File: src/hdl/tile_defs.svh
// ---------------------------------------------------------------------
// Tile size macros
// Core, bank and tile counts, bank depth and data width
// ---------------------------------------------------------------------

`ifndef TILE_DEFS_SVH
`define TILE_DEFS_SVH

// Cores per tile, one inbound port each
`define NUM_CORES 4

// Banks per tile
`define NUM_BANKS 8

// Tiles in the cluster
`define NUM_TILES 4

// Words per bank
`define BANK_WORDS 256

`define DATA_WIDTH 32

`endif

File: src/hdl/tile_pkg.sv
// ---------------------------------------------------------------------
// Tile types
// Address, data and index types plus the fields of a shared-L1 address
// ---------------------------------------------------------------------

`include "tile_defs.svh"

package tile_pkg;

  typedef logic [`DATA_WIDTH-1:0]         data_t;
  typedef logic [`DATA_WIDTH/8-1:0]       be_t;
  typedef logic [31:0]                    addr_t;
  typedef logic [$clog2(`NUM_TILES)-1:0]  tile_id_t;
  typedef logic [$clog2(`NUM_CORES)-1:0]  core_id_t;
  typedef logic [$clog2(`NUM_BANKS)-1:0]  bank_sel_t;
  typedef logic [$clog2(`BANK_WORDS)-1:0] row_t;

  // Word address inside a tile, row above bank
  typedef logic [$bits(row_t)+$bits(bank_sel_t)-1:0] tile_addr_t;

  // Requester tile and core plus spare bits
  typedef logic [7:0] core_addr_t;

  // Byte address layout from bit 0 upward
  localparam int unsigned ByteOffset = $clog2(`DATA_WIDTH/8);
  localparam int unsigned BankLsb    = ByteOffset;
  localparam int unsigned TileLsb    = BankLsb + $bits(bank_sel_t);
  localparam int unsigned RowLsb     = TileLsb + $bits(tile_id_t);

endpackage

File: src/hdl/tcdm_if.sv
// ---------------------------------------------------------------------
// TCDM port
// One req/gnt request channel with a vld read response
// ---------------------------------------------------------------------

interface tcdm_if;
  import tile_pkg::*;

  // Request, held until gnt
  logic  req;
  addr_t addr;
  logic  wen;
  data_t wdata;
  be_t   be;
  logic  gnt;

  // One vld per taken read
  logic  vld;
  data_t rdata;

  modport master (
    output req, addr, wen, wdata, be,
    input  gnt, vld, rdata
  );

  modport slave (
    input  req, addr, wen, wdata, be,
    output gnt, vld, rdata
  );

endinterface

File: src/hdl/core_tcdm_shim.sv
// ---------------------------------------------------------------------
// Core TCDM shim
// Steers each core request to the local or remote port by tile field,
// allows one read in flight and merges the responses
// ---------------------------------------------------------------------

module core_tcdm_shim (
  input  logic               clk_i,
  input  logic               rst_ni,
  input  tile_pkg::tile_id_t tile_id_i,
  input  logic               core_req_i,
  input  logic               core_wen_i,
  input  tile_pkg::addr_t    core_addr_i,
  input  tile_pkg::data_t    core_wdata_i,
  input  tile_pkg::be_t      core_be_i,
  output logic               core_gnt_o,
  output logic               core_vld_o,
  output tile_pkg::data_t    core_rdata_o,
  tcdm_if.master             local_o,
  tcdm_if.master             remote_o
);
  import tile_pkg::*;

  logic is_local;
  logic taken;
  logic resp_vld;
  logic pend_q;
  logic pend_remote_q;

  assign is_local = core_addr_i[TileLsb +: $bits(tile_id_t)] == tile_id_i;

  // No new request while a read is in flight
  assign local_o.req  = core_req_i && !pend_q && is_local;
  assign remote_o.req = core_req_i && !pend_q && !is_local;

  // Crossbar picks bank and row out of the full address
  assign local_o.addr   = core_addr_i;
  assign local_o.wen    = core_wen_i;
  assign local_o.wdata  = core_wdata_i;
  assign local_o.be     = core_be_i;
  assign remote_o.addr  = core_addr_i;
  assign remote_o.wen   = core_wen_i;
  assign remote_o.wdata = core_wdata_i;
  assign remote_o.be    = core_be_i;

  assign taken      = (local_o.req && local_o.gnt) || (remote_o.req && remote_o.gnt);
  assign core_gnt_o = taken;

  assign resp_vld     = local_o.vld || remote_o.vld;
  assign core_vld_o   = resp_vld;
  assign core_rdata_o = pend_remote_q ? remote_o.rdata : local_o.rdata;

  always_ff @(posedge clk_i or negedge rst_ni) begin
    if (!rst_ni) begin
      pend_q        <= 1'b0;
      pend_remote_q <= 1'b0;
    end else if (taken && !core_wen_i) begin
      pend_q        <= 1'b1;
      pend_remote_q <= !is_local;
    end else if (resp_vld) begin
      pend_q <= 1'b0;
    end
  end

  // Responses only come from the port holding the read
  a_local_vld: assert property (@(posedge clk_i) disable iff (!rst_ni)
    local_o.vld |-> pend_q && !pend_remote_q);

  a_remote_vld: assert property (@(posedge clk_i) disable iff (!rst_ni)
    remote_o.vld |-> pend_q && pend_remote_q);

endmodule

File: src/flat_wrapper.sv
// flat-port wrapper written by rule: the top's interface ports become plain ports
module core_tcdm_shim_flat import tile_pkg::*;
  (clk_i, rst_ni, tile_id_i, core_req_i, core_wen_i, core_addr_i, core_wdata_i, core_be_i, core_gnt_o, core_vld_o, core_rdata_o, local_o_req, local_o_addr, local_o_wen, local_o_wdata, local_o_be, local_o_gnt, local_o_vld, local_o_rdata, remote_o_req, remote_o_addr, remote_o_wen, remote_o_wdata, remote_o_be, remote_o_gnt, remote_o_vld, remote_o_rdata);
  tcdm_if local_o_i ();
  tcdm_if remote_o_i ();
  input  logic clk_i;
  input  logic rst_ni;
  input  tile_pkg::tile_id_t tile_id_i;
  input  logic core_req_i;
  input  logic core_wen_i;
  input  tile_pkg::addr_t core_addr_i;
  input  tile_pkg::data_t core_wdata_i;
  input  tile_pkg::be_t core_be_i;
  output logic core_gnt_o;
  output logic core_vld_o;
  output tile_pkg::data_t core_rdata_o;
  output wire logic [$bits(local_o_i.req)-1:0] local_o_req;
  output wire logic [$bits(local_o_i.addr)-1:0] local_o_addr;
  output wire logic [$bits(local_o_i.wen)-1:0] local_o_wen;
  output wire logic [$bits(local_o_i.wdata)-1:0] local_o_wdata;
  output wire logic [$bits(local_o_i.be)-1:0] local_o_be;
  input wire logic [$bits(local_o_i.gnt)-1:0] local_o_gnt;
  input wire logic [$bits(local_o_i.vld)-1:0] local_o_vld;
  input wire logic [$bits(local_o_i.rdata)-1:0] local_o_rdata;
  output wire logic [$bits(remote_o_i.req)-1:0] remote_o_req;
  output wire logic [$bits(remote_o_i.addr)-1:0] remote_o_addr;
  output wire logic [$bits(remote_o_i.wen)-1:0] remote_o_wen;
  output wire logic [$bits(remote_o_i.wdata)-1:0] remote_o_wdata;
  output wire logic [$bits(remote_o_i.be)-1:0] remote_o_be;
  input wire logic [$bits(remote_o_i.gnt)-1:0] remote_o_gnt;
  input wire logic [$bits(remote_o_i.vld)-1:0] remote_o_vld;
  input wire logic [$bits(remote_o_i.rdata)-1:0] remote_o_rdata;
  assign local_o_req = local_o_i.req;
  assign local_o_addr = local_o_i.addr;
  assign local_o_wen = local_o_i.wen;
  assign local_o_wdata = local_o_i.wdata;
  assign local_o_be = local_o_i.be;
  assign local_o_i.gnt = local_o_gnt;
  assign local_o_i.vld = local_o_vld;
  assign local_o_i.rdata = local_o_rdata;
  assign remote_o_req = remote_o_i.req;
  assign remote_o_addr = remote_o_i.addr;
  assign remote_o_wen = remote_o_i.wen;
  assign remote_o_wdata = remote_o_i.wdata;
  assign remote_o_be = remote_o_i.be;
  assign remote_o_i.gnt = remote_o_gnt;
  assign remote_o_i.vld = remote_o_vld;
  assign remote_o_i.rdata = remote_o_rdata;
  core_tcdm_shim u_core (.clk_i(clk_i), .rst_ni(rst_ni), .tile_id_i(tile_id_i), .core_req_i(core_req_i), .core_wen_i(core_wen_i), .core_addr_i(core_addr_i), .core_wdata_i(core_wdata_i), .core_be_i(core_be_i), .core_gnt_o(core_gnt_o), .core_vld_o(core_vld_o), .core_rdata_o(core_rdata_o), .local_o(local_o_i), .remote_o(remote_o_i));
endmodule
File: config.mk
export PLATFORM = sky130hd
export DESIGN_NAME = core_tcdm_shim_flat
export DESIGN_NICKNAME = d
export VERILOG_FILES = /design/src/hdl/tile_pkg.sv /design/src/hdl/tcdm_if.sv /design/src/hdl/core_tcdm_shim.sv /design/src/flat_wrapper.sv
export VERILOG_INCLUDE_DIRS = /design/src /design/src/hdl
export SDC_FILE = /design/constraint.sdc
export NUM_CORES = 1
export LEC_CHECK = 0
export BUFFER_PORTS_ARGS = -buffer_cell sky130_fd_sc_hd__buf_2
export CAP_MARGIN = 15
export CORE_AREA = 2 2 123 125
export DETAILED_ROUTE_END_ITERATION = 10
export DIE_AREA = 0 0 125 127
export RECOVER_POWER = 25
export SYNTH_ARGS = -nofsm -noshare
export SYNTH_HDL_FRONTEND = slang
export SYNTH_SLANG_ARGS = --single-unit
File: constraint.sdc
create_clock -name clk_i -period 1 [get_ports clk_i]
set_clock_uncertainty 0.15 [all_clocks]
set_input_delay 0.05 -clock clk_i [delete_from_list [all_inputs] [get_ports clk_i]]
set_output_delay 0.05 -clock clk_i [all_outputs]
set_load 0.01 [all_outputs]
# After elaboration in Yosys (flattened, before gate mapping)
# Cells that the tools add are included.
# totals
reg_bits	2
input_bits	142
output_inout_bits	174
elab_cells	18
# op_classes
n_eq_ne	1
n_mux	3
reduce_logical	12
# ops
op	count
$mux 32	1
$logic_and 1x1->1	6
$logic_not 1->1	3
$eq 2x2->1	1
$logic_or 1x1->1	2
$mux 1	2
$reduce_bool 2->1	1

# Longest topological paths before layout
# Gate-level depths: netlist of run 1.
# logic_depth
ltp_word	7
ltp_mapped	4
depth_no_buf	3

# Least setup slack after synthesis of run 1
# No wires, ideal clock.
# synth_timing
kind	reg2out
from	reg u_core.pend_remote_q
to	out core_rdata_o[10]
arrival_ns	0.940
required_time_ns	0.800
setup_slack_ns	-0.140
path_stages_with_launch	4
n_path_buf	2
cell_sequence	dfrtp_1 buf_6 buf_12 mux2_4
# synth_via
elab_chain_len	1
# synth_lines
item	line	source
from (decl)	core_tcdm_shim.sv:28	logic pend_remote_q;
from (signal assigned)	core_tcdm_shim.sv:59	pend_remote_q <= !is_local;
$mux 32	core_tcdm_shim.sv:51	assign core_rdata_o = pend_remote_q ? remote_o.rdata : local_o.rdata;
to (decl)	flat_wrapper.sv:16	output tile_pkg::data_t core_rdata_o;
# Every way passes these cells.

# Worst setup path in the final report of run 1
# layout_timing
from	reg u_core.pend_remote_q
to	out core_rdata_o[7]
# The elaborated chain is that of the path after synthesis.

==> run metrics, run 1 <==
antenna viol nets, final=0; Synth Area in XOR/XNOR=0.0200; Hold WC Path Type=input pin to asynchronous set/reset pin; fillers=1627; adder and majority cell fraction of the synthesized area=0; mapped cell area=between 1500 and 2000 µm²; worst r2r path cells=3; Initial Utilization=0.122; min Tclk post-route=1.49 ns; total of max-cap violations=0; power per cell area=~750 nW/µm²; layout cells sized above 1=0.639; max-slew violations=0; WP data required=0.80 ns; DRT Pass-1 Iters=2; status=finished with violations; CTS tree=yes; Worst Slack Setup Final=-0.488 ns; Tightest Pin Transition=0.382 ns; reg2reg start=u_core.pend_q$_DFFE_PN0P_; CTS HTree Levels=1; Worst Setup SP=u_core.pend_remote_q$_DFFE_PN0P_; Total Nets Final=395; Hold WS=-0.00670 ns; sequential element share of the synthesized area=0.0285; Placed Cells=362; unrepaired setup endpoints after global routing=yes; diode count=0; r2r setup slk=-0.14 ns; first-pass GRT wire length=6380 µm; Core ar.=14400 µm²; Crit Path Class=register to primary output; dominant synthesized flop cell=dfrtp_1; Sw Ratio=0.335; final hold vios=3; YS warnings=0; Post-Syn Nets=338; HPWL after DPL=around 3300 µm; Cells after Synth=196; Clk network pwr share=0.328; Synth Area in Simple Gates=0.0307; All-Layer GR Usage=0.0494; f_max=0.672 GHz; total gr overflow=0; maximum root-to-sink buffer count=2; largest net degree at the start of global routing=15; violated checks=negative hold slack, negative setup slack; Die Y-Extent=127 µm; GP Congestion=0.730; root buffer cell=clkbuf_16; most frequent cells in the layout=buf_2, dlygate4sd3_1, mux2_4; Comb power frac=0.623; crit path capture type=primary output; Post-route DRC=0; CTS buffer count=3; Post-Layout Cell Count=436; clock sinks=2; number of port buffers=117; Via density=3.12; Yosys reg bits=2; mux share of post-synthesis cell area=0.265; Worst Setup EP=core_rdata_o[7]; total internal power=0.00126 W; initial drt markers=12; Max VDD drop=0.787 mV; Period Utilization, post-route=1.49; Vias=~1400; CP max FO=14; Post-Route WL=4800 µm; Async SR Flop Fraction=1.00; share of the core filled with cells=0.175; Ports=316; Layout area overhead=43.7%; most common cell after layout, fill and taps aside=buf_2; worst path arrival time=1.29 ns; Final setup viols=37; Slew HR=0.744; Cell Rows=44; FF-to-FF End=u_core.pend_remote_q$_DFFE_PN0P_; wire length per cell=11.0 µm; clock-pin slew on the worst setup and hold paths=approximately 0.03 ns; main combinational cell family by area after synthesis=buffers and inverters; Worst setup SP type=register; die width=125 µm; sequential share of power=0.050; Clk Latency, worst-skew pair=0.22 ns; NetSw=0.000636 W; Distinct cells, synth=20; die area=15900 µm²; Pleak=1.25 nW; Compound-Gate Fraction of Synth Area=0.0221; initial antenna violation count=0; number of global-route vias before repair=approximately 1400; Mapped Avg Cell Area=8.95 µm²; Post-synth EDFFs=0
-- final cells by class --
type,instances,area [µm²],area share
Tap cell,184,230,0.0913
Sequential cell,2,51.3,0.0203
Inverter,1,3.75,0.00149
Timing Repair Buffer,194,1510,0.600
Clock buffer,4,78.8,0.0313
Multi-Input combinational cell,51,644,0.256
-- power by group through the flow --
stage               sequential, W  combinational [W]  clock (W)
finish                  0.0000947            0.00118   0.000623
global route            0.0000957            0.00126   0.000651
CTS                     0.0000952            0.00116   0.000631
detailed placement      0.0000939           0.000625          0
global placement        0.0000938           0.000621          0
floorplan               0.0000900           0.000880          0
-- worst max-delay path, stage by stage (launching register included) --
cell and delay, ns:
dfrtp_2 0.44, buf_12 0.17, mux2_4 0.32, buf_6 0.12
-- worst min path at each step --
stage	start	to	slack (ns)	cells past startpoint
floorplan	rst_ni	u_core.pend_q$_DFFE_PN0P_	-0.40	0
global placement	rst_ni	u_core.pend_q$_DFFE_PN0P_	-0.31	1
detailed placement	rst_ni	u_core.pend_q$_DFFE_PN0P_	-0.31	1
CTS	local_o_vld	u_core.pend_q$_DFFE_PN0P_	0.01	3
global route	local_o_vld	u_core.pend_q$_DFFE_PN0P_	0.01	3
finish	rst_ni	u_core.pend_remote_q$_DFFE_PN0P_	-0.007	2
-- metal layers --
| metal | up-vias | global-route usage | wire [µm] |
|---|---|---|---|
| met4 | 0 | 0.0183 | 61 |
| met1 | 606 | 0.0465 | 1430 |
| met3 | 6 | 0.0121 | 574 |
| met2 | 146 | 0.102 | 2740 |
| li1 | 602 | - | - |
| met5 | - | 0 | 0 |
-- registers in the layout, indices dropped and copies added (netlist names) --
| register | flops |
|---|---|
| u_core.pend_q | 1 |
| u_core.pend_remote_q | 1 |
-- through the flow --
stage               total power (W)  instance area, µm²  setup TNS, ns  worst slack, ns
floorplan                  0.000970                1760          -4.10           -0.140
global placement           0.000715                1550          -8.22           -0.277
detailed placement         0.000719                1550          -8.49           -0.287
CTS                         0.00189                2500         -16.20           -0.508
global route                0.00200                2520         -17.20           -0.518
finish                      0.00190                2520         -15.88           -0.488
-- kinds of logic after synthesis --
logic type | Yosys count
and+or+nand+nor | 10
muxes | 32
buffers and inverters | 143
DFF | 2
xor gates and xnor gates | 4
AOI/OAI and AO/OA | 5
-- cell usage after synthesis, types with 2 or more instances --
cell / n / area, µm²
mux2_4: 28 / 420
buf_12: 3 / 60.1
buf_4: 138 / 1040
xnor2_1: 2 / 17.5
dfrtp_1: 2 / 50.1
nor2_1: 2 / 7.51
nand2_1: 3 / 11.3
xor2_1: 2 / 17.5
mux2_2: 4 / 45.0
a21oi_1: 2 / 10.0
-- what timing repair did --
item	4_1_cts	5_1_grt
setup buffers	2	1
endpoints found under the setup margin	37	39
endpoints found under the hold margin	136	0
pin swaps	7	1
hold buffers	70	0
resized for setup	31	8
cloned	0	0
No activity file was read; power rests on OpenSTA's default activity.
==> run 2, diff against run 1 <==
- HOLD_SLACK_MARGIN: not set -> 0.02
- SETUP_SLACK_MARGIN: not set -> 0.05
==> run 2 against run 1 <==
Effect of this change: the flow finishes with violations (negative setup slack); maximum frequency is 1.7% lower; combinational power hardly changed; core utilization hardly changed; total power is 0.61% lower; register-to-register slack better by 0.03 ns.
==> run metrics, run 2 (synthesis results as in run 1) <==
most frequent cells in the layout=buf_2, dlygate4sd3_1, buf_6; worst path arrival time=about 1.3 ns; number of global-route vias before repair=1334; power per cell area=750 nW/µm²; Clk network pwr share=0.327; Period Utilization, post-route=1.51; GP Congestion=0.735; Via density=3.09; Initial Utilization=0.122; Pleak=1.24 nW; largest net degree at the start of global routing=15; cell family with most CP delay=flip-flops; Clk Latency, worst-skew pair=0.22 ns; Buffers & Inverters on Critical Path=2; max-slew violations=0; layout cells sized above 1=0.639; All-Layer GR Usage=0.0500; total internal power=around 0.0013 W; Sw Ratio=0.331; Worst setup SP type=register; total gr overflow=0; critical-path cell list=buf_12, mux2_2, buf_6; share of the core filled with cells=0.175; CTS tree=yes; status=finished with violations; diode count=0; DRT Pass-1 Iters=4; postcts setup bufs=0; Post-route DRC=0; Tightest Pin Transition=0.277 ns; violated checks=negative setup slack; sequential share of power=0.051; wire length per cell=about 11 µm; cts hold-fix bufs=68; final instance area=2520 µm²; min Tclk post-route=about 1.5 ns; Cell Rows=44; total of max-cap violations=0; clock-pin slew on the worst setup and hold paths=~0.03 ns; Critical-path top delay cell=dfrtp_2; Ports=316; crit-path max cell delay=0.44 ns; HPWL after DPL=approximately 3400 µm; die width=125 µm; Vias=between 1000 and 1500; f_max=0.661 GHz; WP data required=0.80 ns; clock sinks=2; first-pass GRT wire length=between 6000 and 7000 µm; number of port buffers=117; final hold vios=0; maximum root-to-sink buffer count=2; Final setup viols=37; initial drt markers=15; Worst Slack Setup Final=-0.514 ns; DP Area=roughly 1600 µm²; Die Y-Extent=127 µm; initial antenna violation count=0; unrepaired setup endpoints after global routing=yes; NetSw=roughly 0.00062 W; Largest regs=u_core.pend_q (1), u_core.pend_remote_q (1); root buffer cell=clkbuf_16; Core ar.=14400 µm²; Hold WC Path Type=input pin to register; CTS HTree Levels=1; Total Nets Final=392; antenna viol nets, final=0; most common cell after layout, fill and taps aside=buf_2; CTS buffer count=3; Max VDD drop=0.551 mV; Post-Route WL=slightly below 5000 µm; crit path capture type=primary output; CP max FO=14; Slew HR=0.815; Layout area overhead=43.5%; Comb power frac=0.622; Crit Path Class=register to primary output; die area=15900 µm²
-- run 2: cell types whose count changed in the layout (fill, tap and decap cells not counted) --
| cell | change |
|---|---|
| nor3_4 | -1 |
| mux2_2 | +3 |
| clkbuf_1 | -1 |
| clkbuf_4 | +1 |
| nor2_1 | +1 |
| buf_2 | -6 |
| buf_12 | +1 |
| mux2_4 | -3 |
| nor3_2 | +1 |
| nor2_4 | -1 |
| buf_6 | +4 |
| dlygate4sd3_1 | -1 |
| buf_4 | -1 |
-- run 2: timing repair --
action,in CTS,in global routing
pin swaps,6,0
resized for setup,35,2
endpoints found under the hold margin,136,1
endpoints found under the setup margin,37,37
-- run 2: per-layer routing --
layer  track usage  wire length (µm)
met3        0.0155               642
met2        0.0988              2680
met4       0.00980                22
met5             0                 0
met1        0.0518              1500
-- run 2: layout make-up --
class                           count  area (µm²)
Fill cell                        1630       11900
Timing Repair Buffer              191        1530
Multi-Input combinational cell     51         619
Tap cell                          184         230
Clock buffer                        4        78.8
Sequential cell                     2        51.3
Inverter                            1        3.75
-- run 2: path summary, 6_finish.rpt --
path                                                   from                               end  slack (ns)  depth (start not counted)
max                        u_core.pend_remote_q$_DFFE_PN0P_                   core_rdata_o[0]       -0.51                          3
min                                             local_o_vld         u_core.pend_q$_DFFE_PN0P_       0.002                          3
max reg2reg                       u_core.pend_q$_DFFE_PN0P_  u_core.pend_remote_q$_DFFE_PN0P_       -0.11                          3
min reg2reg                       u_core.pend_q$_DFFE_PN0P_  u_core.pend_remote_q$_DFFE_PN0P_        0.52                          3
max in group asynchronous                            rst_ni  u_core.pend_remote_q$_DFFE_PN0P_        0.55                          2
min in group asynchronous                            rst_ni  u_core.pend_remote_q$_DFFE_PN0P_        0.01                          2
-- run 2: power by group through the flow --
stage / clock network (W) / logic [W] / registers, W
after floorplan: 0 / 0.000880 / 0.0000900
after global placement: 0 / 0.000623 / 0.0000946
after detailed placement: 0 / 0.000623 / 0.0000950
after CTS: 0.000629 / 0.00117 / 0.0000949
after global routing: 0.000647 / 0.00124 / 0.0000971
final: 0.000618 / 0.00117 / 0.0000956
-- run 2: worst register-to-register path: stages, from the launching register on --
cell and delay (ns):
dfrtp_1 0.40, nor3b_4 0.23, nand2_1 0.08, o2bb2ai_1 0.12
-- run 2: stage by stage --
stage	TNS (ns)	worst slack (ns)	hold WS [ns]	cells	power, W
global route	-17.72	-0.561	0.0229	433	0.00199
detailed placement	-8.77	-0.297	-0.312	361	0.000718
CTS	-16.54	-0.530	-0.00255	433	0.00190
global placement	-8.28	-0.270	-0.311	361	0.000717
floorplan	-4.10	-0.140	-0.396	196	0.000970
finish	-16.17	-0.514	0.00220	433	0.00189
