**config.mk**
```make
export PLATFORM = sky130hd
export DESIGN_NAME = remote_req_register_flat
export DESIGN_NICKNAME = d
export VERILOG_FILES = /design/src/hdl/tile_pkg.sv /design/src/hdl/tcdm_if.sv /design/src/hdl/remote_req_register.sv /design/src/flat_wrapper.sv
export VERILOG_INCLUDE_DIRS = /design/src /design/src/hdl
export SDC_FILE = /design/constraint.sdc
export NUM_CORES = 1
export LEC_CHECK = 0
export BUFFER_PORTS_ARGS = -buffer_cell sky130_fd_sc_hd__buf_2
export CAP_MARGIN = 30
export CELL_PAD_IN_SITES_DETAIL_PLACEMENT = 1
export CELL_PAD_IN_SITES_GLOBAL_PLACEMENT = 2
export CORE_MARGIN = 3
export CORE_UTILIZATION = 34
export DETAILED_ROUTE_END_ITERATION = 7
export PLACE_DENSITY = 0.95
export SYNTH_ARGS = -nofsm -noshare
export SYNTH_HDL_FRONTEND = slang
export SYNTH_SLANG_ARGS = --single-unit
```
**constraint.sdc**
```tcl
create_clock -name clk_i -period 5.3 [get_ports clk_i]
set_clock_uncertainty 0.15 [all_clocks]
set_input_delay 1.06 -clock clk_i [delete_from_list [all_inputs] [get_ports clk_i]]
set_output_delay 1.06 -clock clk_i [all_outputs]
set_load 0.02 [all_outputs]
```
**src/hdl/tile_defs.svh**
```systemverilog
// ---------------------------------------------------------------------
// Tile size macros
// Core, bank and tile counts, bank depth and data width
// ---------------------------------------------------------------------

`ifndef TILE_DEFS_SVH
`define TILE_DEFS_SVH

// Cores per tile, one inbound port each
`define NUM_CORES 4

// Banks per tile
`define NUM_BANKS 8

// Tiles in the cluster
`define NUM_TILES 4

// Words per bank
`define BANK_WORDS 256

`define DATA_WIDTH 32

`endif

```
**src/hdl/tile_pkg.sv**
```systemverilog
// ---------------------------------------------------------------------
// Tile types
// Address, data and index types plus the fields of a shared-L1 address
// ---------------------------------------------------------------------

`include "tile_defs.svh"

package tile_pkg;

  typedef logic [`DATA_WIDTH-1:0]         data_t;
  typedef logic [`DATA_WIDTH/8-1:0]       be_t;
  typedef logic [31:0]                    addr_t;
  typedef logic [$clog2(`NUM_TILES)-1:0]  tile_id_t;
  typedef logic [$clog2(`NUM_CORES)-1:0]  core_id_t;
  typedef logic [$clog2(`NUM_BANKS)-1:0]  bank_sel_t;
  typedef logic [$clog2(`BANK_WORDS)-1:0] row_t;

  // Word address inside a tile, row above bank
  typedef logic [$bits(row_t)+$bits(bank_sel_t)-1:0] tile_addr_t;

  // Requester tile and core plus spare bits
  typedef logic [7:0] core_addr_t;

  // Byte address layout from bit 0 upward
  localparam int unsigned ByteOffset = $clog2(`DATA_WIDTH/8);
  localparam int unsigned BankLsb    = ByteOffset;
  localparam int unsigned TileLsb    = BankLsb + $bits(bank_sel_t);
  localparam int unsigned RowLsb     = TileLsb + $bits(tile_id_t);

endpackage

```
**src/hdl/tcdm_if.sv**
```systemverilog
// ---------------------------------------------------------------------
// TCDM port
// One req/gnt request channel with a vld read response
// ---------------------------------------------------------------------

interface tcdm_if;
  import tile_pkg::*;

  // Request, held until gnt
  logic  req;
  addr_t addr;
  logic  wen;
  data_t wdata;
  be_t   be;
  logic  gnt;

  // One vld per taken read
  logic  vld;
  data_t rdata;

  modport master (
    output req, addr, wen, wdata, be,
    input  gnt, vld, rdata
  );

  modport slave (
    input  req, addr, wen, wdata, be,
    output gnt, vld, rdata
  );

endinterface

```
**src/hdl/remote_req_register.sv**
```systemverilog
// ---------------------------------------------------------------------
// Remote request register
// Two-entry FIFO on the outbound port that reorders the address fields
// for routing in the global interconnect
// ---------------------------------------------------------------------

module remote_req_register #(
  parameter tile_pkg::core_id_t CoreIdx = '0
) (
  input  logic            clk_i,
  input  logic            rst_ni,
  tcdm_if.slave           slv_i,
  output logic            tcdm_master_req_o,
  output logic            tcdm_master_wen_o,
  output tile_pkg::addr_t tcdm_master_addr_o,
  output tile_pkg::data_t tcdm_master_wdata_o,
  output tile_pkg::be_t   tcdm_master_be_o,
  input  logic            tcdm_master_gnt_i,
  input  logic            tcdm_master_vld_i,
  input  tile_pkg::data_t tcdm_master_rdata_i
);
  import tile_pkg::*;

  typedef struct packed {
    addr_t addr;
    logic  wen;
    data_t wdata;
    be_t   be;
  } req_t;

  req_t       in_req;
  req_t [1:0] entry_q;
  logic [1:0] count_q;
  logic       wr_ptr_q;
  logic       rd_ptr_q;
  logic       push;
  logic       pop;

  // Upper zeros, row, bank, tile, core, byte offset
  assign in_req.addr  = addr_t'({slv_i.addr[RowLsb +: $bits(row_t)],
                                 slv_i.addr[BankLsb +: $bits(bank_sel_t)],
                                 slv_i.addr[TileLsb +: $bits(tile_id_t)],
                                 CoreIdx,
                                 slv_i.addr[ByteOffset-1:0]});
  assign in_req.wen   = slv_i.wen;
  assign in_req.wdata = slv_i.wdata;
  assign in_req.be    = slv_i.be;

  assign slv_i.gnt = count_q != 2'd2;
  assign push      = slv_i.req && slv_i.gnt;
  assign pop       = tcdm_master_req_o && tcdm_master_gnt_i;

  assign tcdm_master_req_o   = count_q != 2'd0;
  assign tcdm_master_addr_o  = entry_q[rd_ptr_q].addr;
  assign tcdm_master_wen_o   = entry_q[rd_ptr_q].wen;
  assign tcdm_master_wdata_o = entry_q[rd_ptr_q].wdata;
  assign tcdm_master_be_o    = entry_q[rd_ptr_q].be;

  // Responses go straight back to the shim
  assign slv_i.vld   = tcdm_master_vld_i;
  assign slv_i.rdata = tcdm_master_rdata_i;

  always_ff @(posedge clk_i or negedge rst_ni) begin
    if (!rst_ni) begin
      count_q  <= '0;
      wr_ptr_q <= 1'b0;
      rd_ptr_q <= 1'b0;
    end else begin
      if (push) begin
        wr_ptr_q <= !wr_ptr_q;
      end
      if (pop) begin
        rd_ptr_q <= !rd_ptr_q;
      end
      if (push && !pop) begin
        count_q <= count_q + 2'd1;
      end else if (pop && !push) begin
        count_q <= count_q - 2'd1;
      end
    end
  end

  always_ff @(posedge clk_i) begin
    if (push) begin
      entry_q[wr_ptr_q] <= in_req;
    end
  end

  a_hold_until_gnt: assert property (@(posedge clk_i) disable iff (!rst_ni)
    tcdm_master_req_o && !tcdm_master_gnt_i |=> tcdm_master_req_o &&
      $stable({tcdm_master_addr_o, tcdm_master_wen_o, tcdm_master_wdata_o, tcdm_master_be_o}));

endmodule

```
**src/flat_wrapper.sv**
```systemverilog
// flat-port wrapper written by rule: the top's interface ports become plain ports
module remote_req_register_flat import tile_pkg::*;
#(
  parameter tile_pkg::core_id_t CoreIdx = '0
)
  (clk_i, rst_ni, tcdm_master_req_o, tcdm_master_wen_o, tcdm_master_addr_o, tcdm_master_wdata_o, tcdm_master_be_o, tcdm_master_gnt_i, tcdm_master_vld_i, tcdm_master_rdata_i, slv_i_req, slv_i_addr, slv_i_wen, slv_i_wdata, slv_i_be, slv_i_gnt, slv_i_vld, slv_i_rdata);
  tcdm_if slv_i_i ();
  input  logic clk_i;
  input  logic rst_ni;
  output logic tcdm_master_req_o;
  output logic tcdm_master_wen_o;
  output tile_pkg::addr_t tcdm_master_addr_o;
  output tile_pkg::data_t tcdm_master_wdata_o;
  output tile_pkg::be_t tcdm_master_be_o;
  input  logic tcdm_master_gnt_i;
  input  logic tcdm_master_vld_i;
  input  tile_pkg::data_t tcdm_master_rdata_i;
  input wire logic [$bits(slv_i_i.req)-1:0] slv_i_req;
  input wire logic [$bits(slv_i_i.addr)-1:0] slv_i_addr;
  input wire logic [$bits(slv_i_i.wen)-1:0] slv_i_wen;
  input wire logic [$bits(slv_i_i.wdata)-1:0] slv_i_wdata;
  input wire logic [$bits(slv_i_i.be)-1:0] slv_i_be;
  output wire logic [$bits(slv_i_i.gnt)-1:0] slv_i_gnt;
  output wire logic [$bits(slv_i_i.vld)-1:0] slv_i_vld;
  output wire logic [$bits(slv_i_i.rdata)-1:0] slv_i_rdata;
  assign slv_i_i.req = slv_i_req;
  assign slv_i_i.addr = slv_i_addr;
  assign slv_i_i.wen = slv_i_wen;
  assign slv_i_i.wdata = slv_i_wdata;
  assign slv_i_i.be = slv_i_be;
  assign slv_i_gnt = slv_i_i.gnt;
  assign slv_i_vld = slv_i_i.vld;
  assign slv_i_rdata = slv_i_i.rdata;
  remote_req_register #(.CoreIdx(CoreIdx)) u_core (.clk_i(clk_i), .rst_ni(rst_ni), .slv_i(slv_i_i), .tcdm_master_req_o(tcdm_master_req_o), .tcdm_master_wen_o(tcdm_master_wen_o), .tcdm_master_addr_o(tcdm_master_addr_o), .tcdm_master_wdata_o(tcdm_master_wdata_o), .tcdm_master_be_o(tcdm_master_be_o), .tcdm_master_gnt_i(tcdm_master_gnt_i), .tcdm_master_vld_i(tcdm_master_vld_i), .tcdm_master_rdata_i(tcdm_master_rdata_i));
endmodule
```
**Word-level counts from Yosys, hierarchy flattened**

Index checks and enable logic that the tools add are counted.

- Magnitude comparators: 3
- $mul: 0
- Bitwise operators: 0
- Multiplexer cells: 7
- Divide/modulo/power cells: 0
- Shift-type cells: 0
- Eq/ne operators: 1
- Reduce and logical (&&, ||, !) cells: 11
- Add/sub/neg operators: 2

Operators with widths:

| cell | count |
|---|---|
| $mux W69 | 3 |
| $bwmux W138 | 1 |
| $demux W69 S1 | 1 |
| $logic_and A1 B1 Y1 | 5 |
| $logic_not A1 Y1 | 4 |
| $lt A1 B2 Y1 const B | 2 |
| $mux W2 | 2 |
| $reduce_bool A2 Y1 | 2 |
| $add A2 B1 Y2 const B | 1 |
| $ne A2 B2 Y1 const B | 1 |
| $sub A2 B1 Y2 const B | 1 |
| $ge A1 B1 Y1 const B | 1 |

- Input port bits: 106
- Register bits: 142
- Bits in latches: 0
- Output and inout port bits: 104
- Logic and storage cells: 35
- Memories: 0
- Memory bits (read-only): 0
- Bits in writable memories: 0

**Depth between registers and ports, before layout**

Gate-level depths: netlist of run 1.

- Depth after elaboration: 6
- Gate-level depth with buffers: 7
- Mapped depth without buffers: 7

**Worst setup path after synthesis of run 1**

Ideal clock, no wire load.

- Path kind: input to register
- Start point: in slv_i_req
- End point: reg u_core.entry_q[0] (netlist name), enable pin
- Path slack: 1351 ps
- Library setup time: 462 ps
- Data required time: 4688 ps
- Data arrival time: 3337 ps
- Cell stages on the path: 2
- Buffers on the path: 0
- Cell sequence: nand2_1 > nor2_1

- Cells in the longest elaborated chain, start to end: 1

Ends and longest elaborated chain:

| item | RTL line | RTL |
|---|---|---|
| start, declared | flat_wrapper.sv:18 | `input wire logic [$bits(slv_i_i.req)-1:0] slv_i_req;` |
| $logic_and A1 B1 Y1 | remote_req_register.sv:50 | `assign push = slv_i.req && slv_i.gnt;` |
| end signal, assigned by index | remote_req_register.sv:85 | `entry_q[wr_ptr_q] <= in_req;` |
| end, declared | remote_req_register.sv:32 | `req_t [1:0] entry_q;` |

No other way between the ends.
A chain may end at the register's enable or synchronous reset.

**Worst setup path after layout of run 1**

- Start point: reg u_core.rd_ptr_q
- End point: out tcdm_master_addr_o[4]

- Cells in the longest elaborated chain, start to end: 2

Ends and longest elaborated chain:

| item | RTL line | RTL |
|---|---|---|
| start, declared | remote_req_register.sv:35 | `logic rd_ptr_q;` |
| start signal, assigned | remote_req_register.sv:73 | `rd_ptr_q <= !rd_ptr_q;` |
| $mux W69 (not written as such) | remote_req_register.sv:54 | `assign tcdm_master_addr_o = entry_q[rd_ptr_q].addr;` |
| $mux W69 | n/a |  |
| end, declared | flat_wrapper.sv:12 | `output tile_pkg::addr_t tcdm_master_addr_o;` |

No other way between the ends. The select of a mux whose other input is x is not followed.

==> parameters.txt, run 1 <==
Parameter                              Value

Synthesis
  Number of enable flip-flop cells after synthesis    104
  Xor/xnor share of the synthesized area    0.9568%
  Post-synthesis adder-cell area fraction    0.2734%
  Most common flop cell mapped by yosys    edfxtp_1
  Summed instance area of the synthesized netlist    4577 sq um
  Most instantiated cells after synthesis    edfxtp_1, buf_4, mux2_4
  Count of unique library cells instantiated by Yosys    17
  Proportion of synthesized area in mux cells    16.81%
  Count of state elements after synthesis    108
  Combinational family with the most area after synthesis    multiplexers
  Register area share after synthesis    70.42%
  Yosys warning count    0
  Post-synthesis simple-gate area fraction    0.7381%
  Post-synthesis instance total    231
  Most repeated cell in the gate-level netlist after synthesis    edfxtp_1
  Synth top area share    68.23%
  Yosys top cell by area    edfxtp_1
  Proportion of register bits with asynchronous set or reset after synthesis    3.704%
  Mapped Avg Cell Area    between 15 and 20 sq um
  Post-synthesis compound-gate area fraction    0%
  Ranking of synthesized cells by area    edfxtp_1, mux2_4, buf_4, buf_12, dfrtp_1

Clock tree
  Number of buffers inserted during clock tree synthesis    9
  Clock transition time at the flip-flop clock pins of the worst setup and hold paths    ~0.070 ns
  Resize count post-CTS    0
  H-Tree Depth    3
  Root buffer selected by CTS    clkbuf_16
  CTS tree    done
  Post CTS Setup Buffer Count    0
  CTS max path bufs    2
  Number of sinks on the clock net    108
  Clock latency reported for the late side of the worst-skew pair    roughly 0.35 ns
  # hold bufs at CTS    0

Run status
  Run status    completed

Finish
  Fin nets    422
  Final cell utilization of the core    roughly two fifths
  Sequential cell area    3227 sq um
  Area of the multi-input gates    932.1 sq um
  Share of cells above drive strength 1    57.50%
  Fill cell count    ~1300
  Antenna Diode Count    0
  Final non-filler cell area    5304 sq um
  Layout area overhead    15.88%

Floorplanning
  Die Ht    122.0 um
  Placement Rows    41
  Die area    14890 sq um
  Die Span X    122.0 um
  Core box area    12880 sq um
  I/O pin count    210
  Starting density of the core    approximately 36%

Routing
  Drt drc    0
  Routed wire length per instance    17.46 um
  Via density    4.307
  Vias    2119
  Detailed-router iteration count before antenna repair    4
  Routed Antenna Nets    0
  Total routed wirelength    8.591 mm
  DRT iter0 DRCs    82

Critical path
  Worst endpoint data arrival time    about 1.9 ns
  Critical Path Fanout Max    35
  Worst setup slack for register-to-register paths    3.22 ns
  Cell family with most CP delay    flip-flops
  CP max stage cell    dfrtp_4
  CP Cell Sequence    buf_16 -> mux2_2 -> buf_2
  Worst setup SP type    flop
  Crit end category    primary output
  Reg2Reg Launch Point    u_core.count_q[0]
  CP Buf/Inv Count    2
  Worst r2r path cells    4
  FF-to-FF End    u_core.entry_q[14]
  Path type of the worst setup path    reg2out
  Required time at the worst-slack endpoint    between 4 and 5 ns
  Delay of the slowest critical-path stage    roughly 0.67 ns

STA
  Transition time at the pin with the least slew margin    ~0.74 ns
  Final-report hold violation count    0
  Setup total negative slack    0 ns
  RSZ-0062 raised after global routing    false
  Pins over their slew limit    0
  Worst Slack Setup Final    around 2.2 ns
  Worst slew margin    50.41%
  Final critical-path share of the clock period    58.27%
  Post-route minimum period    3.088 ns
  Minimum hold slack    0.3516 ns
  Final number of setup-violating endpoints    0
  FMAX    0.3238 GHz

Global route
  Combined global-route utilization of all metal layers    between 10% and 20%
  Total grt overflow    0
  Global-route wire length before repair    12.90 mm
  Largest net degree at the start of global routing    54
  Vias in the first global route    roughly 2400
  Antenna violations before repair    0

Pwr
  Worst supply voltage drop on vdd    0.0003683 V
  Power per unit of standard cell area    575.4 nW/um^2
  Leakage    2.139 nW

Place
  Worst setup timing slack at the placement stage    around 2.4 ns
  Total of buffers placed on input and output ports    around 110
  Estimated wirelength of the detail-placed design    5.907 mm
  Routability congestion estimate    0.6612
  Total cell area at the placement stage    around 5000 sq um

Job
  Maxcap violations    0

Worst hold path
  Class of the most critical hold timing path    in2async
layer usage:
layer	track usage (%)	vias up	wire, um
met5	0	-	0
met4	5.952	0	201
met3	3.203	24	690
met2	20.41	98	4322
met1	12.99	1038	3377
li1	-	959	-
sequential cells by signal, summed over array words and instances (netlist names):
register	cells
u_core.entry_q	104
u_core.count_q	2
u_core.rd_ptr_q	1
u_core.wr_ptr_q	1
worst max path at each step:
stage / end / slack [ns] / startpoint / cells after the start
global route: tcdm_master_wdata_o[17] / 2.12 / u_core.rd_ptr_q / 3
floorplan: u_core.entry_q[0] / 1.35 / slv_i_req / 2
finish: tcdm_master_addr_o[4] / 2.21 / u_core.rd_ptr_q / 3
global placement: u_core.entry_q[4] / 2.24 / slv_i_req / 4
CTS: tcdm_master_addr_o[5] / 1.99 / u_core.rd_ptr_q / 2
detailed placement: tcdm_master_addr_o[5] / 2.39 / u_core.rd_ptr_q / 2
cell type report:
type | count | share of cell area (%)
clock inverter | 7 | 1.604
tap | 172 | 4.058
inverter | 1 | 0.07077
clock buffer | 9 | 4.246
timing repair buffer | 113 | 11.61
sequential | 108 | 60.84
multi-input combinational | 82 | 17.57
stage by stage:
step / std cells / power, mW
global route: 492 / 3.214
finish: 492 / 3.052
CTS: 491 / 3.101
detailed placement: 475 / 2.399
floorplan: 247 / 2.175
global placement: 474 / 2.336
power by group:
part	internal, mW	switching (mW)
logic	0.495	0.597
registers	1.17	0.101
clock network	0.375	0.311
total	2.04	1.01
cells in the final DEF, fill, tap and decap left out, drive strengths merged:
cell type  Yosys  final
ha             1      1
clkinvlp       0      2
or2            1      1
xnor2          3      3
and3           1      1
mux2          52     52
conb           1     17
inv            1      3
clkbuf         0      9
buf           56    113
clkinv         0      2
xor2           2      2
nand2          2      2
edfxtp       104    104
bufinv         0      1
dfrtp          4      4
nor2           2      2
nand2b         1      1
logic make-up after synthesis:
group | Yosys count
mux | 52
other cells | 1
flops | 108
xor+xnor | 5
buf+inv | 57
simple gates | 7
fa+ha+maj | 1
(Power assumes the default switching activity.)
==> inputs of run 2 (changes only) <==
Settings changed: ABC_AREA from default to 1, CORE_UTILIZATION 34 to 25, PLACE_DENSITY 0.95 to 0.86.
Clock period 5.3 ns to 2.7 ns, I/O delays scaled along.
==> run 2 against run 1 <==
  * Sequential share of layout area increased by 0.75 points
  * Total power increased by 98%
  * Global-route usage fell by 1.4 points
  * Area after synthesis shrank 3.5%
  * Wire length increased by 15%
  * Core utilization fell by 10 points
  * Sequential power grew 91%
  * First-iteration DRC count is 24% lower
  * Die area increased by 30%
  * Critical endpoint is now tcdm_master_addr_o[8]
  * Worst setup slack got worse by 1.8 ns
  * Worst hold slack lost 0.13 ns
  * Design area decreased by 1.3%
==> parameters.txt, run 2 <==
Parameter                              Value

Synthesis
  Post-synthesis instance total    351 (+52%)
  Post-synthesis compound-gate area fraction    0% (unchanged)
  Count of unique library cells instantiated by Yosys    15 (-2)
  Post-synthesis adder-cell area fraction    0.2832% (+0.0098 points)
  Summed instance area of the synthesized netlist    4418 sq um (-3.5%)
  Proportion of synthesized area in mux cells    0% (-17 points)
  Ranking of synthesized cells by area    edfxtp_1, nand2_1, buf_4, dfrtp_1, buf_6
  Most repeated cell in the gate-level netlist after synthesis    nand2_1
  Synth top area share    70.69% (+2.5 points)
  Proportion of register bits with asynchronous set or reset after synthesis    3.704% (unchanged)
  Yosys warning count    0 (unchanged)
  Number of enable flip-flop cells after synthesis    104 (unchanged)
  Xor/xnor share of the synthesized area    0.3965% (-0.56 points)
  Post-synthesis simple-gate area fraction    14.70% (+14 points)
  Register area share after synthesis    72.95% (+2.5 points)
  Mapped Avg Cell Area    12.59 sq um (-36%)
  Most common flop cell mapped by yosys    edfxtp_1
  Yosys top cell by area    edfxtp_1
  Most instantiated cells after synthesis    nand2_1, edfxtp_1, buf_4
  Combinational family with the most area after synthesis    simple AND/OR/NAND/NOR gates
  Count of state elements after synthesis    108 (unchanged)

Worst hold path
  Worst Hold Path Cells    1
  Class of the most critical hold timing path    in2reg
  Startpoint of the lowest-slack hold path    slv_i_be[2]
  Worst hold endpoint    u_core.entry_q[2]

Critical path
  Worst endpoint data arrival time    1.58 ns (-0.30 ns)
  Worst setup slack for register-to-register paths    0.97 ns (-2.25 ns)
  Worst r2r path cells    5 (+1)
  Path type of the worst setup path    reg2out
  Critical Path Fanout Max    53 (+51%)
  Required time at the worst-slack endpoint    2.01 ns (-2.08 ns)
  Reg2Reg Launch Point    u_core.count_q[0]
  FF-to-FF End    u_core.entry_q[119]
  Worst setup SP type    flop
  Crit end category    primary output

Routing
  Drt drc    0 (unchanged)
  Routed wire length per instance    14.99 um (-14%)
  DRT iter0 DRCs    62 (-24%)
  Vias    2657 (+25%)
  Via density    4.038 (-6.2%)
  Routed Antenna Nets    0 (unchanged)
  Total routed wirelength    9.864 mm (+15%)
  Detailed-router iteration count before antenna repair    4 (unchanged)

STA
  Pins over their slew limit    0 (unchanged)
  Worst Slack Setup Final    0.4318 ns (-1.780 ns)
  Post-route minimum period    2.268 ns
  Final-report hold violation count    0 (unchanged)
  Final critical-path share of the clock period    a little over four fifths
  RSZ-0062 raised after global routing    false
  FMAX    0.4409 GHz
  Final number of setup-violating endpoints    0 (unchanged)

Pwr
  Leakage    2.254 nW (+5.4%)
  Power per unit of standard cell area    1156 nW/um^2 (+100%)
  Worst supply voltage drop on vdd    0.0004584 V (+24%)

Floorplanning
  Die area    19300 sq um (+30%)
  Core box area    16940 sq um (+32%)
  Placement Rows    47 (+15%)
  Die Span X    138.9 um (+14%)
  Starting density of the core    26.09% (-9.5 points)
  I/O pin count    210 (unchanged)
  Die Ht    138.9 um (+14%)

Run status
  Run status    completed

Place
  Cell count after placement    641 (+35%)
  Estimated wirelength of the detail-placed design    6.977 mm (+18%)
  Routability congestion estimate    0.7013 (+6.1%)
  Total of buffers placed on input and output ports    109 (unchanged)
  Worst setup timing slack at the placement stage    0.7455 ns (-1.644 ns)

Clock tree
  CTS max path bufs    2 (unchanged)
  Clock latency reported for the late side of the worst-skew pair    0.34 ns (about the same)
  Resize count post-CTS    0 (unchanged)
  H-Tree Depth    3 (unchanged)
  Clock transition time at the flip-flop clock pins of the worst setup and hold paths    0.08 ns (about the same)
  Number of sinks on the clock net    108 (unchanged)
  Root buffer selected by CTS    clkbuf_16
  Number of buffers inserted during clock tree synthesis    9 (unchanged)
  CTS tree    done

Job
  Maxcap violations    0 (unchanged)

Finish
  Registers with the most flip-flops    u_core.entry_q x104, u_core.count_q x2
  Fin nets    540 (+28%)
  Layout area overhead    18.49%
  Register bank with the most flops    u_core.entry_q
  Antenna Diode Count    0 (unchanged)
  Finished Layout Cells    658 (+34%)
  Number of flip-flops in the largest register    104 (unchanged)
  Commonest cells after routing, fill and taps aside    nand2_1, buf_2, edfxtp_1, conb_1, clkbuf_16
  Share of cells above drive strength 1    30.82% (-27 points)
  Most frequent standard cell in the layout excluding fill and tap cells    nand2_1

Global route
  Vias in the first global route    2943 (+22%)
  Total grt overflow    0 (unchanged)
  Combined global-route utilization of all metal layers    10.28% (-1.4 points)
  Global-route wire length before repair    15.43 mm (+20%)
  Antenna violations before repair    0 (unchanged)
  Largest net degree at the start of global routing    54 (unchanged)
## run 2: cell count changes after synthesis, sizes merged, moves of 2 or more
cell / before / now
mux2: 52 / 0
buf: 56 / 61
xnor2: 3 / 1
inv: 1 / 7
nand3: 0 / 2
nand2: 2 / 166
## run 2: cell families (layout without fill, tap and decap cells)
kind of cell,Yosys count,count (layout)
adder cells (fa/ha/maj),1,1
XOR/XNOR,2,2
other,1,17
flip-flops,108,108
AND/OR/NAND/NOR,171,171
buffers and inverters,68,139
## run 2: power by group
group / total [mW] / switching (mW) / internal, mW
Sequential: 2.42 / 0.128 / 2.29
Clock: 1.51 / 0.595 / 0.912
Combinational: 2.13 / 1.54 / 0.584
## run 2: per-layer routing
layer / GRT usage (%) / vias to the layer above / wire [um]
met5: 0 / - / 0
met3: 3.897 / 43 / 745
met1: 10.47 / 1266 / 3601
met2: 17.97 / 95 / 5025
met4: 5.973 / 0 / 492
li1: - / 1253 / -
## run 2: area by class of cell
| class | count | area (sq um) |
|---|---|---|
| tap | 220 | 275.3 |
| sequential | 108 | 3224 |
| fill | 1923 | 11700 |
| timing repair buffer | 116 | 600.6 |
| clock buffer | 9 | 225.2 |
| clock inverter | 7 | 120.1 |
| multi-input combinational | 191 | 758.2 |
| inverter | 7 | 31.28 |
## run 2: through the flow
stage	utilization [%]	hold slack [ns]	TNS, ns	cell area, sq um	total power [mW]
finish	30.91	0.2261	0	5235	6.053
global route	30.91	0.2053	0	5235	6.472
CTS	30.91	0.2060	0	5235	6.200
detailed placement	28.81	0.2051	0	4880	4.658
global placement	28.81	0.1989	0	4880	4.576
floorplan	-	0.09441	-86.35	4478	4.014
## run 2: worst max-delay path by stage
stage	from	end	slack, ns	depth (start not counted)
2_1_floorplan	u_core.count_q[0]	u_core.entry_q[0]	-0.83	4
3_3_place_gp	u_core.rd_ptr_q	tcdm_master_addr_o[7]	0.76	4
3_5_place_dp	u_core.rd_ptr_q	tcdm_master_addr_o[8]	0.75	4
4_1_cts	u_core.rd_ptr_q	tcdm_master_addr_o[8]	0.36	4
5_1_grt	u_core.rd_ptr_q	tcdm_master_wdata_o[17]	0.29	4
6_report	u_core.rd_ptr_q	tcdm_master_addr_o[8]	0.43	4
## run 2: what timing repair did
| action | in CTS | in global routing |
|---|---|---|
| endpoints found under the hold margin | 4 | 0 |
| setup buffers | 0 | 0 |
| hold buffers | 1 | 0 |
## run 2: worst max-delay path, stage by stage, from the launching register on
cell	delay, ns
dfrtp_2	0.49
inv_6	0.35
nand2_1	0.11
nand2_1	0.10
buf_2	0.17
==> inputs of run 3 (changes only) <==
Settings changed: ABC_AREA 1 to 0, CORE_UTILIZATION 25 to 31, PLACE_DENSITY 0.86 to 0.9.
Clock period 2.7 ns to 2.09 ns, I/O delays scaled along.
==> run 3 against run 2 <==
  * The run now ends with negative setup slack left
  * Via count down 17%
  * Sequential power up 29%
  * Die area fell by 16%
  * Global-route usage about the same
  * First-iteration DRC count up 19%
  * Wire length shrank 7.9%
  * Core utilization increased by 11 points
  * Total power grew 47%
  * Clock-buffer cell count did not move
  * Critical path depth is the same
  * Register-to-register slack got worse by 0.54 ns
  * Worst setup slack worse by 0.52 ns
==> parameters.txt, run 3 (synthesis results as in run 1) <==
Parameter                              Value

Run status
  Run status    finished, violations left
  Failing checks    negative setup slack

Place
  Total of buffers placed on input and output ports    109 (unchanged)
  Estimated wirelength of the detail-placed design    5.922 mm (-15%)
  Total cell area at the placement stage    5044 sq um (+3.4%)
  Routability congestion estimate    0.7034 (+0.30%)

Critical path
  Critical Path Fanout Max    6 (-89%)
  CP Buf/Inv Count    3 (+1)
  Crit end category    primary output
  Cell family with most CP delay    flip-flops
  Worst setup SP type    flop
  Path type of the worst setup path    reg2out
  Required time at the worst-slack endpoint    1.52 ns (-0.49 ns)
  CP max stage cell    dfrtp_4
  Worst endpoint data arrival time    1.61 ns (+0.03 ns)
  CP Cell Sequence    buf_12 -> clkbuf_16 -> mux2_4 -> buf_6
  Delay of the slowest critical-path stage    0.51 ns (+0.02 ns)

Clock tree
  Number of sinks on the clock net    108 (unchanged)
  CTS max path bufs    2 (unchanged)
  Root buffer selected by CTS    clkbuf_16
  Number of buffers inserted during clock tree synthesis    9 (unchanged)
  Clock transition time at the flip-flop clock pins of the worst setup and hold paths    0.07 ns (about the same)
  Clock latency reported for the late side of the worst-skew pair    0.34 ns (about the same)
  H-Tree Depth    3 (unchanged)
  CTS tree    done

Finish
  Registers with the most flip-flops    u_core.entry_q x104, u_core.count_q x2
  Share of cells above drive strength 1    58.98% (+28 points)
  Most frequent standard cell in the layout excluding fill and tap cells    edfxtp_1
  Antenna Diode Count    0 (unchanged)
  Fin nets    436 (-19%)
  Register bank with the most flops    u_core.entry_q
  Number of flip-flops in the largest register    104 (unchanged)
  Commonest cells after routing, fill and taps aside    edfxtp_1, buf_2, buf_6, mux2_4, conb_1
  Fill cell count    1375 (-28%)
  Final non-filler cell area    5888 sq um (+12%)
  Final cell utilization of the core    41.61% (+11 points)
  Layout area overhead    28.65%

Floorplanning
  Placement Rows    43 (-8.5%)
  Starting density of the core    32.35% (+6.3 points)
  I/O pin count    210 (unchanged)
  Die Ht    127.5 um (-8.2%)
  Die area    16260 sq um (-16%)
  Core box area    14150 sq um (-16%)
  Die Span X    127.5 um (-8.2%)

Pwr
  Post-route total power    8.895 mW (+47%)
  Fraction of power spent switching nets    31.41% (-6.0 points)
  Total internal power    6.101 mW (+61%)
  Leakage    2.378 nW (+5.5%)
  Power per unit of standard cell area    1511 nW/um^2 (+31%)
  Worst supply voltage drop on vdd    0.0005765 V (+26%)
  Part of the total power dissipated in sequential elements    35.2% (-4.8 points)
  Combinational group share of total power    45.5% (+10 points)
  Clock power frac    19.3% (-5.6 points)
  Power spent charging and discharging nets    2.794 mW (+23%)

Routing
  DRT iter0 DRCs    74 (+19%)
  Detailed-router iteration count before antenna repair    4 (unchanged)
  Vias    2199 (-17%)
  Via density    4.278 (+5.9%)
  Routed wire length per instance    17.67 um (+18%)
  Routed Antenna Nets    0 (unchanged)
  Drt drc    0 (unchanged)
  Total routed wirelength    9.084 mm (-7.9%)

STA
  RSZ-0062 raised after global routing    true
  Minimum hold slack    0.1047 ns (-0.1214 ns)
  FMAX    around 0.46 GHz
  Final number of setup-violating endpoints    52 (+52)
  Post-route minimum period    roughly 2.2 ns
  Pins over their slew limit    0 (unchanged)
  Final critical-path share of the clock period    104.3%
  Setup total negative slack    -3.349 ns (-3.349 ns)
  Worst Slack Setup Final    -0.08893 ns (-0.5207 ns)
  Final-report hold violation count    0 (unchanged)

Global route
  Total grt overflow    0 (unchanged)
  Largest net degree at the start of global routing    37 (-31%)
  Global-route wire length before repair    12.48 mm (-19%)
  Combined global-route utilization of all metal layers    10.30% (+0.024 points)
  Antenna violations before repair    0 (unchanged)
  Vias in the first global route    2366 (-20%)

Worst hold path
  Class of the most critical hold timing path    in2reg

Job
  Maxcap violations    0 (unchanged)
run 3: worst paths after layout:
path,start,to,slack (ns),cells after the start
worst max-delay path,u_core.rd_ptr_q,tcdm_master_wdata_o[22],-0.09,4
worst min-delay path,slv_i_addr[10],u_core.entry_q[49],0.10,1
worst max register to register,u_core.count_q[0],u_core.count_q[1],0.43,6
worst min register to register,u_core.wr_ptr_q,u_core.wr_ptr_q,0.40,1
max in group asynchronous,rst_ni,u_core.rd_ptr_q,1.40,2
min in group asynchronous,rst_ni,u_core.wr_ptr_q,0.25,2
run 3: repair_timing:
| action | CTS | global route |
|---|---|---|
| gates resized for setup | 41 | 69 |
| hold buffers | 1 | 0 |
| cloned | 1 | 5 |
| endpoints found under the hold margin | 4 | 0 |
| setup buffers | 1 | 3 |
| endpoints found under the setup margin | 48 | 52 |
run 3: power groups by stage:
stage          Combinational (mW)  Sequential (mW)  Clock, mW
2_1_floorplan                2.40             3.12          0
3_3_place_gp                 2.91             3.17          0
3_5_place_dp                 2.97             3.22          0
4_1_cts                      3.32             3.17       1.79
5_1_grt                      4.28             3.17       1.88
6_report                     4.05             3.13       1.72
run 3: metrics by stage:
step	setup WS [ns]	instances
after global placement	0.2523	487
after CTS	-0.1341	506
after floorplan	0.02845	247
after detailed placement	0.2272	487
after global routing	-0.1358	514
final	-0.08893	514
run 3: per-layer routing:
metal	track usage, %	vias up	routed length [um]
li1	-	986	-
met1	10.24	1079	3348
met2	18.36	102	4859
met3	4.808	32	727
met4	4.416	0	150
met5	0	-	0
run 3: layout make-up:
| cell class | instances | area (sq um) | share of cell area (%) |
|---|---|---|---|
| flip-flops and latches | 108 | 3227 | 54.80 |
| inverters | 1 | 3.754 | 0.06375 |
| repair buffers | 127 | 1182 | 20.08 |
| clock buffers | 9 | 225.2 | 3.825 |
| multi-input cells | 82 | 939.7 | 15.96 |
| well taps | 180 | 225.2 | 3.825 |
| clock inverters | 7 | 85.08 | 1.445 |
